**src/logic/ti_mem_pkg.sv**
```systemverilog
// ======================================================================
// TI-99/4A memory steering package
// bus types, region and sequencer encodings, word-address memory map
// ======================================================================

package ti_mem_pkg;

  // ====================================================================
  // bus types
  // ====================================================================
  typedef logic [22:0] word_addr_t;   // cpu word address
  typedef logic [15:0] data_t;        // high byte in 15:8
  typedef logic [1:0]  byte_en_t;     // bit 1 high lane, bit 0 low lane

  typedef enum logic [1:0] {
    REGION_NONE     = 2'd0,           // unmapped, reads as zero
    REGION_PAD      = 2'd1,           // on-chip scratchpad
    REGION_GROM_EXT = 2'd2,           // on-chip cartridge grom
    REGION_EXT      = 2'd3            // external memory
  } region_e;

  typedef enum logic [1:0] {
    IDLE  = 2'd0,
    ISSUE = 2'd1,                     // delayed strobe cycle
    WAIT  = 2'd2                      // waiting for ack
  } ext_state_e;

  // on-chip ram sizes, in word-address bits
  localparam int PAD_ADDR_BITS  = 9;
  localparam int GROM_ADDR_BITS = 14;

  localparam int EXT_TIMEOUT_DEFAULT = 100;  // wait cycles

  // ====================================================================
  // memory map, word addresses, inclusive bounds
  // ====================================================================
  localparam word_addr_t PAD_FIRST  = 23'h004000;  // scratchpad
  localparam word_addr_t PAD_LAST   = 23'h0041FF;
  localparam word_addr_t GROM_FIRST = 23'h008000;  // whole grom window
  localparam word_addr_t GROM_LAST  = 23'h00FFFF;
  localparam word_addr_t EXPL_FIRST = 23'h001000;  // low 32K expansion
  localparam word_addr_t EXPL_LAST  = 23'h001FFF;
  localparam word_addr_t EXPH_FIRST = 23'h005000;  // high 32K expansion
  localparam word_addr_t EXPH_LAST  = 23'h007FFF;
  localparam word_addr_t DSR_FIRST  = 23'h018000;  // dsr rom
  localparam word_addr_t DSR_LAST   = 23'h01FFFF;
  localparam word_addr_t SAMS_FIRST = 23'h080000;  // sams and cartridges
  localparam word_addr_t SAMS_LAST  = 23'h1FFFFF;

  // grom extension pages, address bits 14:12 inside the grom window
  localparam logic [2:0] GROM_EXT_PAGE_MIN = 3'd3;
  localparam logic [2:0] GROM_EXT_PAGE_MAX = 3'd6;

endpackage

```
**src/logic/ti_read_select.sv**
```systemverilog
// ======================================================================
// read select
// returns on-chip, external or zero data on the cpu read bus
// ======================================================================
`timescale 1ns/100ps

module ti_read_select
(
  input  logic                clk,
  input  logic                i_rst_n,
  input  logic                i_as,
  input  ti_mem_pkg::region_e i_region,
  input  ti_mem_pkg::data_t   i_onchip_rdata,
  input  logic                i_ext_done,
  input  ti_mem_pkg::data_t   i_ext_rdata,
  output ti_mem_pkg::data_t   o_cpu_rdata
);

  logic                as_q;            // lines up with on-chip read port
  ti_mem_pkg::region_e region_q;
  ti_mem_pkg::data_t   hold_q;          // last value given to the cpu

  always_ff @(posedge clk or negedge i_rst_n)
  begin
    if (!i_rst_n)
    begin
      as_q     <= 1'b0;
      region_q <= ti_mem_pkg::REGION_NONE;
      hold_q   <= '0;
    end
    else
    begin
      as_q   <= i_as;
      hold_q <= o_cpu_rdata;
      if (i_as)
        region_q <= i_region;
    end
  end

  // ====================================================================
  // data mux
  // ====================================================================
  always_comb
  begin
    o_cpu_rdata = hold_q;                           // default hold
    if (as_q && ((region_q == ti_mem_pkg::REGION_PAD)
              || (region_q == ti_mem_pkg::REGION_GROM_EXT)))
    begin
      o_cpu_rdata = i_onchip_rdata;
    end
    else if (as_q && (region_q == ti_mem_pkg::REGION_NONE))
    begin
      o_cpu_rdata = '0;                             // unmapped
    end
    else if (i_ext_done)
    begin
      o_cpu_rdata = i_ext_rdata;                    // ext result, zero on timeout
    end
  end

endmodule

```
**config.mk**
```make
export PLATFORM = sky130hd
export DESIGN_NAME = ti_read_select
export DESIGN_NICKNAME = d
export VERILOG_FILES = /design/src/logic/ti_mem_pkg.sv /design/src/logic/ti_read_select.sv
export SDC_FILE = /design/constraint.sdc
export NUM_CORES = 1
export LEC_CHECK = 0
export BUFFER_PORTS_ARGS = -buffer_cell sky130_fd_sc_hd__buf_2
export CAP_MARGIN = 20
export CORE_UTILIZATION = 37
export DETAILED_ROUTE_END_ITERATION = 12
export GPL_TIMING_DRIVEN = 0
export PLACE_DENSITY = 0.82
export SYNTH_ARGS = -nofsm -noshare
export SYNTH_HDL_FRONTEND = slang
export SYNTH_SLANG_ARGS = --single-unit
export TNS_END_PERCENT = 5
```
**constraint.sdc**
```tcl
create_clock -name clk -period 1.16 [get_ports clk]
set_input_delay 0.058 -clock clk [delete_from_list [all_inputs] [get_ports clk]]
set_output_delay 0.058 -clock clk [all_outputs]
set_load 0.01 [all_outputs]
```
==> flow_metrics.tcl <==
set metrics [dict create \
    grt_max_degree 20 \
    drtPass1Iterations 4 \
    dieArea_um2 2590 \
    required_ps 1100 \
    cp-start-kind "flip-flop" \
    synth_cells 65 \
    critical_path.max_stage_delay_ps 390 \
    syn_nets 104 \
    finish.utilization_pct 81.6 \
    final_cell_area_um2 1820 \
    fin_crit_ps 1680 \
    hold_class "in2reg" \
    fin_nets 174 \
    arrival_ps 1620 \
    p_leak_nw 0.830 \
    area_delta_synth_final_pct 106 \
    wl_per_cell_um 17.8 \
    initial_core_util_pct 39.6 \
    fp.dieH_um 50.9 \
    final_max_slew_viol_count 0 \
    tightest_slew_ps 433 \
    clk_path_buf_depth 2 \
    setup_viol 32 \
    mostFrequentLayoutCell "buf_2" \
    routed_wl_um 2890 \
    yosys_register_bits 19 \
    antenna_cells 0 \
    detail-route-antenna-nets 0 \
    viasPerCell 4.98 \
    status "finished with violations" \
    antenna_found_initial 0 \
    clkLatencyLatePin_ps 300 \
    max_clock_freq_mhz 596 \
    grt_usage_pct 24.9 \
    critPathMaxFanout 5 \
    grt_pass1_vias 933 \
    seq_area_frac_synth_pct 53.8 \
    cts_root_buf "clkbuf_4" \
    rsz0062_at_grt "yes" \
    p_per_area_nw_per_um2 1210 \
    portBuffers 52 \
    cts-htree-levels 1 \
    ys_warn_count 0 \
    grt_overflow 0 \
    setup_ws_ps -518 \
    worst_setup_path_end_kind "output pin" \
    worst_path_max_delay_cell "dfrtp_1" \
    numCtsBuffers 3 \
    crit_buf_inv 3 \
    io_pins 54 \
    layout-drive-gt1-share_pct 65.7 \
    syn_area_um2 883 \
    grt_pass1_wl_um 4510 \
    dr.first_iter.drc_count 11 \
    fin_worst_skew_ps 1.12 \
    dp_hpwl_um 1750 \
    path_cells "inv_2 -> ha_4 -> o21a_4 -> buf_16 -> o2bb2ai_4 -> buf_6" \
    violations "setup timing" \
    die_w_um 50.9 \
    rows 17 \
    slew_headroom_pct 71.1 \
    syn_avg_cell_area_um2 13.6 \
    core_um2 2230 \
    cap_violations 0 \
    clock_sinks 19 \
    synth.distinct_cells 13 \
    cts_tree "yes" \
    hold_violations 0 \
    fin_crit_sh_pct 145 \
    drc 0 \
    routed-via-count 807 \
    gp_congestion 0.690 \
    clkTransAtPathRegs_ps 110 \
    placed_cell_area_um2 1390 \
    path_class "reg2out" \
    crit_family "flip-flops" \
    vdd_ir_drop_max_mv 1.10 \
    final_cell_mix "36 x buf_2, 19 x buf_6, 19 x dfrtp_1" \
]
-- power by group --
group	total, mW	internal, mW	switching (mW)
Clock	0.349	0.134	0.215
Sequential	0.800	0.766	0.0339
Combinational	1.05	0.590	0.461
-- state kept, by name, summed over array words and instances (netlist names) --
register	flops
region_q	2
hold_q	16
as_q	1
-- final cells by class --
| class | count | area, um^2 |
|---|---|---|
| Inverter | 2 | 7.51 |
| Timing Repair Buffer | 66 | 541 |
| Tap cell | 28 | 35.0 |
| Buffer | 4 | 71.3 |
| Clock buffer | 4 | 26.3 |
| Fill cell | 118 | 410 |
| Sequential cell | 19 | 475 |
| Multi-Input combinational cell | 39 | 667 |
-- per-stage QoR --
| step | hold WS (ps) | cells | TNS, ps | setup slack, ps | total power [mW] |
|---|---|---|---|---|---|
| after floorplan | -238 | 65 | -3250 | -148 | 1.23 |
| after global placement | 7.16 | 145 | -5080 | -278 | 1.43 |
| after detailed placement | 19.6 | 145 | -6180 | -313 | 1.46 |
| after CTS | 2.78 | 161 | -10970 | -530 | 2.19 |
| after global routing | 0.155 | 162 | -11410 | -580 | 2.29 |
| final | 8.03 | 162 | -9880 | -518 | 2.20 |
-- worst reg2reg max path, stage by stage (launching register included) --
cell       delay [ps]
dfrtp_1           390
inv_2              80
ha_4              210
o21a_4            230
buf_6             150
o2bb2ai_4         140
buf_4             130
-- worst paths after layout --
path                                         from              end  slack [ps]  depth (start not counted)
worst max-delay path                  region_q[1]  o_cpu_rdata[13]        -520                          6
worst min-delay path            i_onchip_rdata[5]        hold_q[5]           8                          2
worst max register to register        region_q[1]        hold_q[4]        -220                          6
worst min register to register        region_q[0]      region_q[0]         600                          2
max in group asynchronous                 i_rst_n        hold_q[9]         650                          2
min in group asynchronous                 i_rst_n        hold_q[3]         210                          2
-- synth_stat cells --
cell	count	share of area [%]
dfrtp_1	19	54
mux2i_1	16	18
o2bb2ai_1	16	16
buf_6	2	2.5
inv_1	2	0.85
nand2_1	2	0.85
o21ai_0	2	1.1
and2_1	1	0.71
buf_12	1	2.3
buf_2	1	0.57
buf_4	1	0.85
ha_1	1	1.4
o21a_2	1	0.99
-- routing by layer --
layer	wire length, um	vias up	global-route usage [%]
li1	-	384	-
met1	1100	398	28.4
met2	1710	21	48.2
met3	62	4	1.79
met4	23	0	8.80
met5	0	-	0
-- kinds of logic after synthesis --
logic type                 after synthesis  share of synthesized area (%)
AOI/OAI and AO/OA                       19                           18.0
and+or+nand+nor                          3                           1.56
adders and majority gates                1                           1.42
muxes                                   16                           18.1
DFF                                     19                           53.8
buffers and inverters                    7                           7.08
-- repair_timing --
item                                    CTS  global route
endpoints found under the hold margin    22             2
gates resized for setup                  42             0
gates cloned                              2             0
pin swaps                                16             3
buffers inserted                          6             0
hold buffers                              4             2
endpoints found under the setup margin   32            32
Note: power is estimated with default switching activity, not from simulation.
