$ cat src/logic/ti_mem_pkg.sv
// ======================================================================
// TI-99/4A memory steering package
// bus types, region and sequencer encodings, word-address memory map
// ======================================================================

package ti_mem_pkg;

  // ====================================================================
  // bus types
  // ====================================================================
  typedef logic [22:0] word_addr_t;   // cpu word address
  typedef logic [15:0] data_t;        // high byte in 15:8
  typedef logic [1:0]  byte_en_t;     // bit 1 high lane, bit 0 low lane

  typedef enum logic [1:0] {
    REGION_NONE     = 2'd0,           // unmapped, reads as zero
    REGION_PAD      = 2'd1,           // on-chip scratchpad
    REGION_GROM_EXT = 2'd2,           // on-chip cartridge grom
    REGION_EXT      = 2'd3            // external memory
  } region_e;

  typedef enum logic [1:0] {
    IDLE  = 2'd0,
    ISSUE = 2'd1,                     // delayed strobe cycle
    WAIT  = 2'd2                      // waiting for ack
  } ext_state_e;

  // on-chip ram sizes, in word-address bits
  localparam int PAD_ADDR_BITS  = 9;
  localparam int GROM_ADDR_BITS = 14;

  localparam int EXT_TIMEOUT_DEFAULT = 100;  // wait cycles

  // ====================================================================
  // memory map, word addresses, inclusive bounds
  // ====================================================================
  localparam word_addr_t PAD_FIRST  = 23'h004000;  // scratchpad
  localparam word_addr_t PAD_LAST   = 23'h0041FF;
  localparam word_addr_t GROM_FIRST = 23'h008000;  // whole grom window
  localparam word_addr_t GROM_LAST  = 23'h00FFFF;
  localparam word_addr_t EXPL_FIRST = 23'h001000;  // low 32K expansion
  localparam word_addr_t EXPL_LAST  = 23'h001FFF;
  localparam word_addr_t EXPH_FIRST = 23'h005000;  // high 32K expansion
  localparam word_addr_t EXPH_LAST  = 23'h007FFF;
  localparam word_addr_t DSR_FIRST  = 23'h018000;  // dsr rom
  localparam word_addr_t DSR_LAST   = 23'h01FFFF;
  localparam word_addr_t SAMS_FIRST = 23'h080000;  // sams and cartridges
  localparam word_addr_t SAMS_LAST  = 23'h1FFFFF;

  // grom extension pages, address bits 14:12 inside the grom window
  localparam logic [2:0] GROM_EXT_PAGE_MIN = 3'd3;
  localparam logic [2:0] GROM_EXT_PAGE_MAX = 3'd6;

endpackage

$ cat src/logic/ti_ext_access.sv
// ======================================================================
// external memory access sequencer
// delayed strobe, wait until ack, gives up after EXT_TIMEOUT cycles
// ======================================================================
`timescale 1ns/100ps

module ti_ext_access
#(
  parameter int EXT_TIMEOUT = ti_mem_pkg::EXT_TIMEOUT_DEFAULT
)
(
  input  logic                   clk,
  input  logic                   i_rst_n,
  input  logic                   i_as,
  input  logic                   i_we,
  input  ti_mem_pkg::byte_en_t   i_be,
  input  ti_mem_pkg::word_addr_t i_addr,
  input  ti_mem_pkg::data_t      i_wdata,
  input  ti_mem_pkg::region_e    i_region,
  input  logic                   i_ext_ack,
  input  ti_mem_pkg::data_t      i_ext_rdata,
  output logic                   o_ext_req,
  output logic                   o_ext_we,
  output ti_mem_pkg::byte_en_t   o_ext_be,
  output ti_mem_pkg::word_addr_t o_ext_addr,
  output ti_mem_pkg::data_t      o_ext_wdata,
  output logic                   o_busy,
  output logic                   o_done,
  output ti_mem_pkg::data_t      o_rdata,
  output logic                   o_timeout
);

  localparam int TW = $clog2(EXT_TIMEOUT + 1);

  ti_mem_pkg::ext_state_e state_q;
  logic [TW-1:0] timer_q;               // req cycles left
  logic ext_hit;
  logic active;
  logic finish;

  assign ext_hit = i_as && (i_region == ti_mem_pkg::REGION_EXT);
  assign active  = (state_q != ti_mem_pkg::IDLE);
  assign finish  = active && (i_ext_ack || (timer_q == TW'(1)));   // ack or out of time

  assign o_ext_req = active;            // high from ISSUE until the finish
  assign o_busy    = active;

  // ====================================================================
  // fsm, timer and sticky timeout flag
  // ====================================================================
  always_ff @(posedge clk or negedge i_rst_n)
  begin
    if (!i_rst_n)
    begin
      state_q   <= ti_mem_pkg::IDLE;
      timer_q   <= '0;
      o_done    <= 1'b0;
      o_timeout <= 1'b0;
    end
    else
    begin
      o_done <= 1'b0;
      case (state_q)
        ti_mem_pkg::IDLE:
        begin
          if (ext_hit)
          begin
            state_q <= ti_mem_pkg::ISSUE;   // strobe goes out one cycle late
            timer_q <= TW'(EXT_TIMEOUT);
          end
        end
        ti_mem_pkg::ISSUE, ti_mem_pkg::WAIT:
        begin
          if (finish)
          begin
            state_q <= ti_mem_pkg::IDLE;
            o_done  <= 1'b1;
            if (!i_ext_ack)
              o_timeout <= 1'b1;            // held until reset
          end
          else
          begin
            state_q <= ti_mem_pkg::WAIT;
            timer_q <= timer_q - TW'(1);
          end
        end
        default: state_q <= ti_mem_pkg::IDLE;
      endcase
    end
  end

  // request fields and returned word
  always_ff @(posedge clk)
  begin
    if (ext_hit && !active)
    begin
      o_ext_we    <= i_we;
      o_ext_be    <= i_be;
      o_ext_addr  <= i_addr;
      o_ext_wdata <= i_wdata;
    end
    if (finish)
      o_rdata <= (i_ext_ack && !o_ext_we) ? i_ext_rdata : '0;   // zero on timeout
  end

  // cpu must respect busy, only one external access in flight
  as_not_busy : assert property (@(posedge clk) disable iff (!i_rst_n)
    i_as |-> !o_busy);

  // memory side answers only an open request
  ack_with_req : assert property (@(posedge clk) disable iff (!i_rst_n)
    i_ext_ack |-> o_ext_req);

endmodule

$ cat config.mk
export PLATFORM = sky130hd
export DESIGN_NAME = ti_ext_access
export DESIGN_NICKNAME = d
export VERILOG_FILES = /design/src/logic/ti_mem_pkg.sv /design/src/logic/ti_ext_access.sv
export SDC_FILE = /design/constraint.sdc
export NUM_CORES = 1
export LEC_CHECK = 0
export ABC_AREA = 0
export CORE_MARGIN = 4
export CORE_UTILIZATION = 66
export DETAILED_ROUTE_END_ITERATION = 16
export DONT_BUFFER_PORTS = 1
export HOLD_SLACK_MARGIN = 0.05
export MAX_ROUTING_LAYER = met4
export PLACE_DENSITY = 0.89
export SLEW_MARGIN = 20
export SYNTH_ARGS = -nofsm -noshare
export SYNTH_HDL_FRONTEND = slang
export SYNTH_SLANG_ARGS = --single-unit
$ cat constraint.sdc
create_clock -name clk -period 7.6 [get_ports clk]
set_input_delay 0.38 -clock clk [delete_from_list [all_inputs] [get_ports clk]]
set_output_delay 0.38 -clock clk [all_outputs]
set_load 0.02 [all_outputs]
==> results by group <==
Power
  – Switching Share: 33.4%
  – Leakage: 0.00101 uW
  – Combinational share of power: 19.8%
  – Switching pwr: 360 uW
  – Clock share of power: 27.3%
  – Reg power frac: 52.9%
  – Max VDD drop: 0.235 mV
  – Pint: 717 uW
  – Pwr Density: 380 mW/mm^2

STA
  – Clock Skews: 0.0157 ns
  – RSZ-0062 raised after global routing: false
  – Minimum clock period: 2.43 ns
  – Fin Setup TNS: 0 ns
  – Worst slew pin tran: 0.678 ns
  – Peak Freq: 0.411 GHz
  – Period utilization: 32.0%
  – Finish-stage setup viols: 0
  – Slew Viols, Final: 0
  – Normalized max-slew margin: 54.6%
  – Endpoints failing hold: 0

Finish
  – Final Cell Area: 0.00283 mm^2
  – Layout cell share with drive strength beyond 1: 15.9%
  – Fillcell total: 187
  – Commonest cells after routing, fill and taps aside: edfxtp_1, and2_1, dfrtp_1, clkbuf_8, inv_1
  – Final nets: 228
  – Commonest non-fill, non-tap cell in the layout: edfxtp_1
  – Area Growth Syn to Fin: 10.6%

Global route
  – Initial antenna violation count: 0
  – Congestion Overflow GR: 0
  – First-pass GRT wire length: 8860 um
  – Number of global-route vias before repair: 1327
  – GRT Overall Usage: 26.5%
  – Largest net degree at the start of global routing: 51

Placement
  – Post-DP HPWL: 4280 um
  – Routability cong.: 0.726
  – Dpl cell area: 0.00261 mm^2
  – Buffers on Ports: 0

Floorplanning
  – Die area: 0.00494 mm^2
  – IO Count: 126
  – Starting Density: 68.9%
  – Core Box Area: 0.00372 mm^2
  – Die Span X: 70.3 um
  – Die Y: 70.3 um
  – Std cell rows: 22

Routing
  – Routed Antenna Nets: 0
  – DR DRC count: 0
  – Drt initial violations: 124
  – Wire length per cell: 28.5 um
  – Post-Route WL: 6080 um
  – First-pass DRT Iterations: 4
  – Via count: 1378
  – Vias per cell: 6.47

Clock tree
  – Worst skew pair latency: 0.35 ns
  – Htree depth: 3
  – CTS tree: yes
  – Post-CTS Resized: 0
  – Max Buffers Root-to-Sink: 2
  – Clock Sinks: 69
  – CTS Root Buffer Type: clkbuf_8
  – Clk pin slew, worst setup/hold paths: 0.08 ns
  – CTS Buf Count: 9

Critical path
  – Worst Path Required: 7.81 ns
  – CP delay by family, top: simple AND/OR/NAND/NOR gates
  – CP Capture Type: flop
  – Top cell by count, worst path: inv_1
  – R2r worst-path depth: 7
  – CP max stage cell: nor2_4
  – Crit path arrival time: 2.64 ns
  – Critical Path Start Type: flop
  – Crit path kind: reg -> reg
  – Worst path max stage delay: 0.51 ns
  – Crit. path cell count: 7
  – Critical path buffers and inverters: 3
  – Critical-path cell list: inv_1, ha_1, inv_1, nor2_4, buf_12, or2_1, a211oi_2
  – Critical Path Fanout Max: 33

Synth
  – Ys flop type: edfxtp_1
  – Synth Warn #: 0
  – Cell variety after synth: 32
  – Syn Nets: 218
  – Seq/Total Area, Yosys: 78.7%
  – Post-synth ARST share: 15.9%
  – Cell Area, Synth: 0.00256 mm^2
  – Post-synth EDFFs: 58
  – Cells after Synth: 149
  – Syn_area_per_cell: 17.2 um^2
  – Yosys reg bits: 69

Job
  – Total of max-cap violations: 0

Run status
  – Status: complete, no violations

Hold path
  – Hold WC Path Type: in -> reg
  – Worst Hold Path Cells: 0
[worst reg2reg max path, cell delays in order (launching register included)]
cell and delay (ns):
dfrtp_1 0.39, inv_1 0.12, ha_1 0.26, inv_1 0.25
nor2_4 0.51, buf_12 0.27, or2_1 0.38, a211oi_2 0.14
[power groups by stage]
| stage | clock, uW | sequential, uW | combinational, uW |
|---|---|---|---|
| floorplan | 0 | 560 | 166 |
| finish | 294 | 570 | 213 |
| CTS | 296 | 569 | 210 |
| global route | 320 | 573 | 236 |
| detailed placement | 0 | 576 | 200 |
| global placement | 0 | 569 | 178 |
[sequential cells by signal (all words and copies together) (netlist names)]
name         flops
o_ext_addr      23
o_ext_we         1
o_rdata         16
o_done           1
o_ext_wdata     16
o_timeout        1
o_ext_be         2
state_q          2
timer_q          7
[path summary, 6_finish.rpt]
kind                                         from                       end  slack (ns)
min                                    i_wdata[0]  o_ext_wdata[0]$_DFFE_PP_        0.12
min in group asynchronous                 i_rst_n    timer_q[6]$_DFFE_PN0P_        0.46
max reg2reg                state_q[0]$_DFFE_PN0P_    timer_q[5]$_DFFE_PN0P_        5.17
max                        state_q[0]$_DFFE_PN0P_    timer_q[5]$_DFFE_PN0P_        5.17
min reg2reg                state_q[1]$_DFFE_PN0P_    state_q[1]$_DFFE_PN0P_        0.60
max in group asynchronous                 i_rst_n    timer_q[1]$_DFFE_PN0P_        6.76
[synth_stat cells, types with 2 or more instances]
master | count | area share (%)
nand2_1 | 2 | 0.29
nor3b_1 | 5 | 1.5
ha_1 | 5 | 2.4
o21ai_0 | 3 | 0.59
a211oi_2 | 3 | 1.5
dfrtp_1 | 11 | 11
nor2_1 | 3 | 0.44
nor3_1 | 4 | 0.78
nand3_1 | 4 | 0.78
o211ai_2 | 2 | 0.98
o21ai_1 | 3 | 0.59
or3b_1 | 2 | 0.68
and3_1 | 3 | 0.73
and2_1 | 17 | 4.2
inv_1 | 7 | 1.0
a21oi_1 | 2 | 0.39
edfxtp_1 | 58 | 68
[per-layer routing]
metal,global-route usage [%],part of all wire (%),vias to the layer above
li1,-,-,569
met1,29.6,34,652
met2,41.6,50,130
met3,12.5,13,27
met4,9.36,3.0,0
met5,-,0,-
[stage by stage]
stage	instances	worst slack (ns)	utilization [%]	hold slack, ns	total power (uW)
after floorplan	149	4.17	-	0.0844	726
after global routing	212	4.96	76.2	0.0895	1130
after global placement	194	5.09	70.2	0.0848	747
final	213	5.17	76.3	0.120	1080
after detailed placement	194	4.86	70.2	0.0848	776
after CTS	211	4.80	75.7	0.111	1070
[cell type report]
class,instances,area [um^2],area share [%]
antenna,1,2.50,0.0883
tap,48,60.1,2.12
multi-input combinational,68,494,17.4
sequential,69,2020,71.2
timing repair buffer,3,37.5,1.32
clock inverter,4,47.5,1.68
inverter,8,30.0,1.06
clock buffer,12,145,5.12
[kinds of logic (layout without fill, tap and decap cells)]
group	count (synthesis)	after routing	synth area share, %
DFF	69	69	78.7
and+or+nand+nor	47	47	11.6
AOI/OAI and AO/OA	16	16	4.98
buffers and inverters	12	27	2.25
adders and majority gates	5	5	2.44
other	0	1	0
[repair_timing]
item | CTS | global route
setup buffers | 0 | 0
endpoints found under the hold margin | 11 | 0
hold buffers | 1 | 0
(Power assumes the default switching activity.)
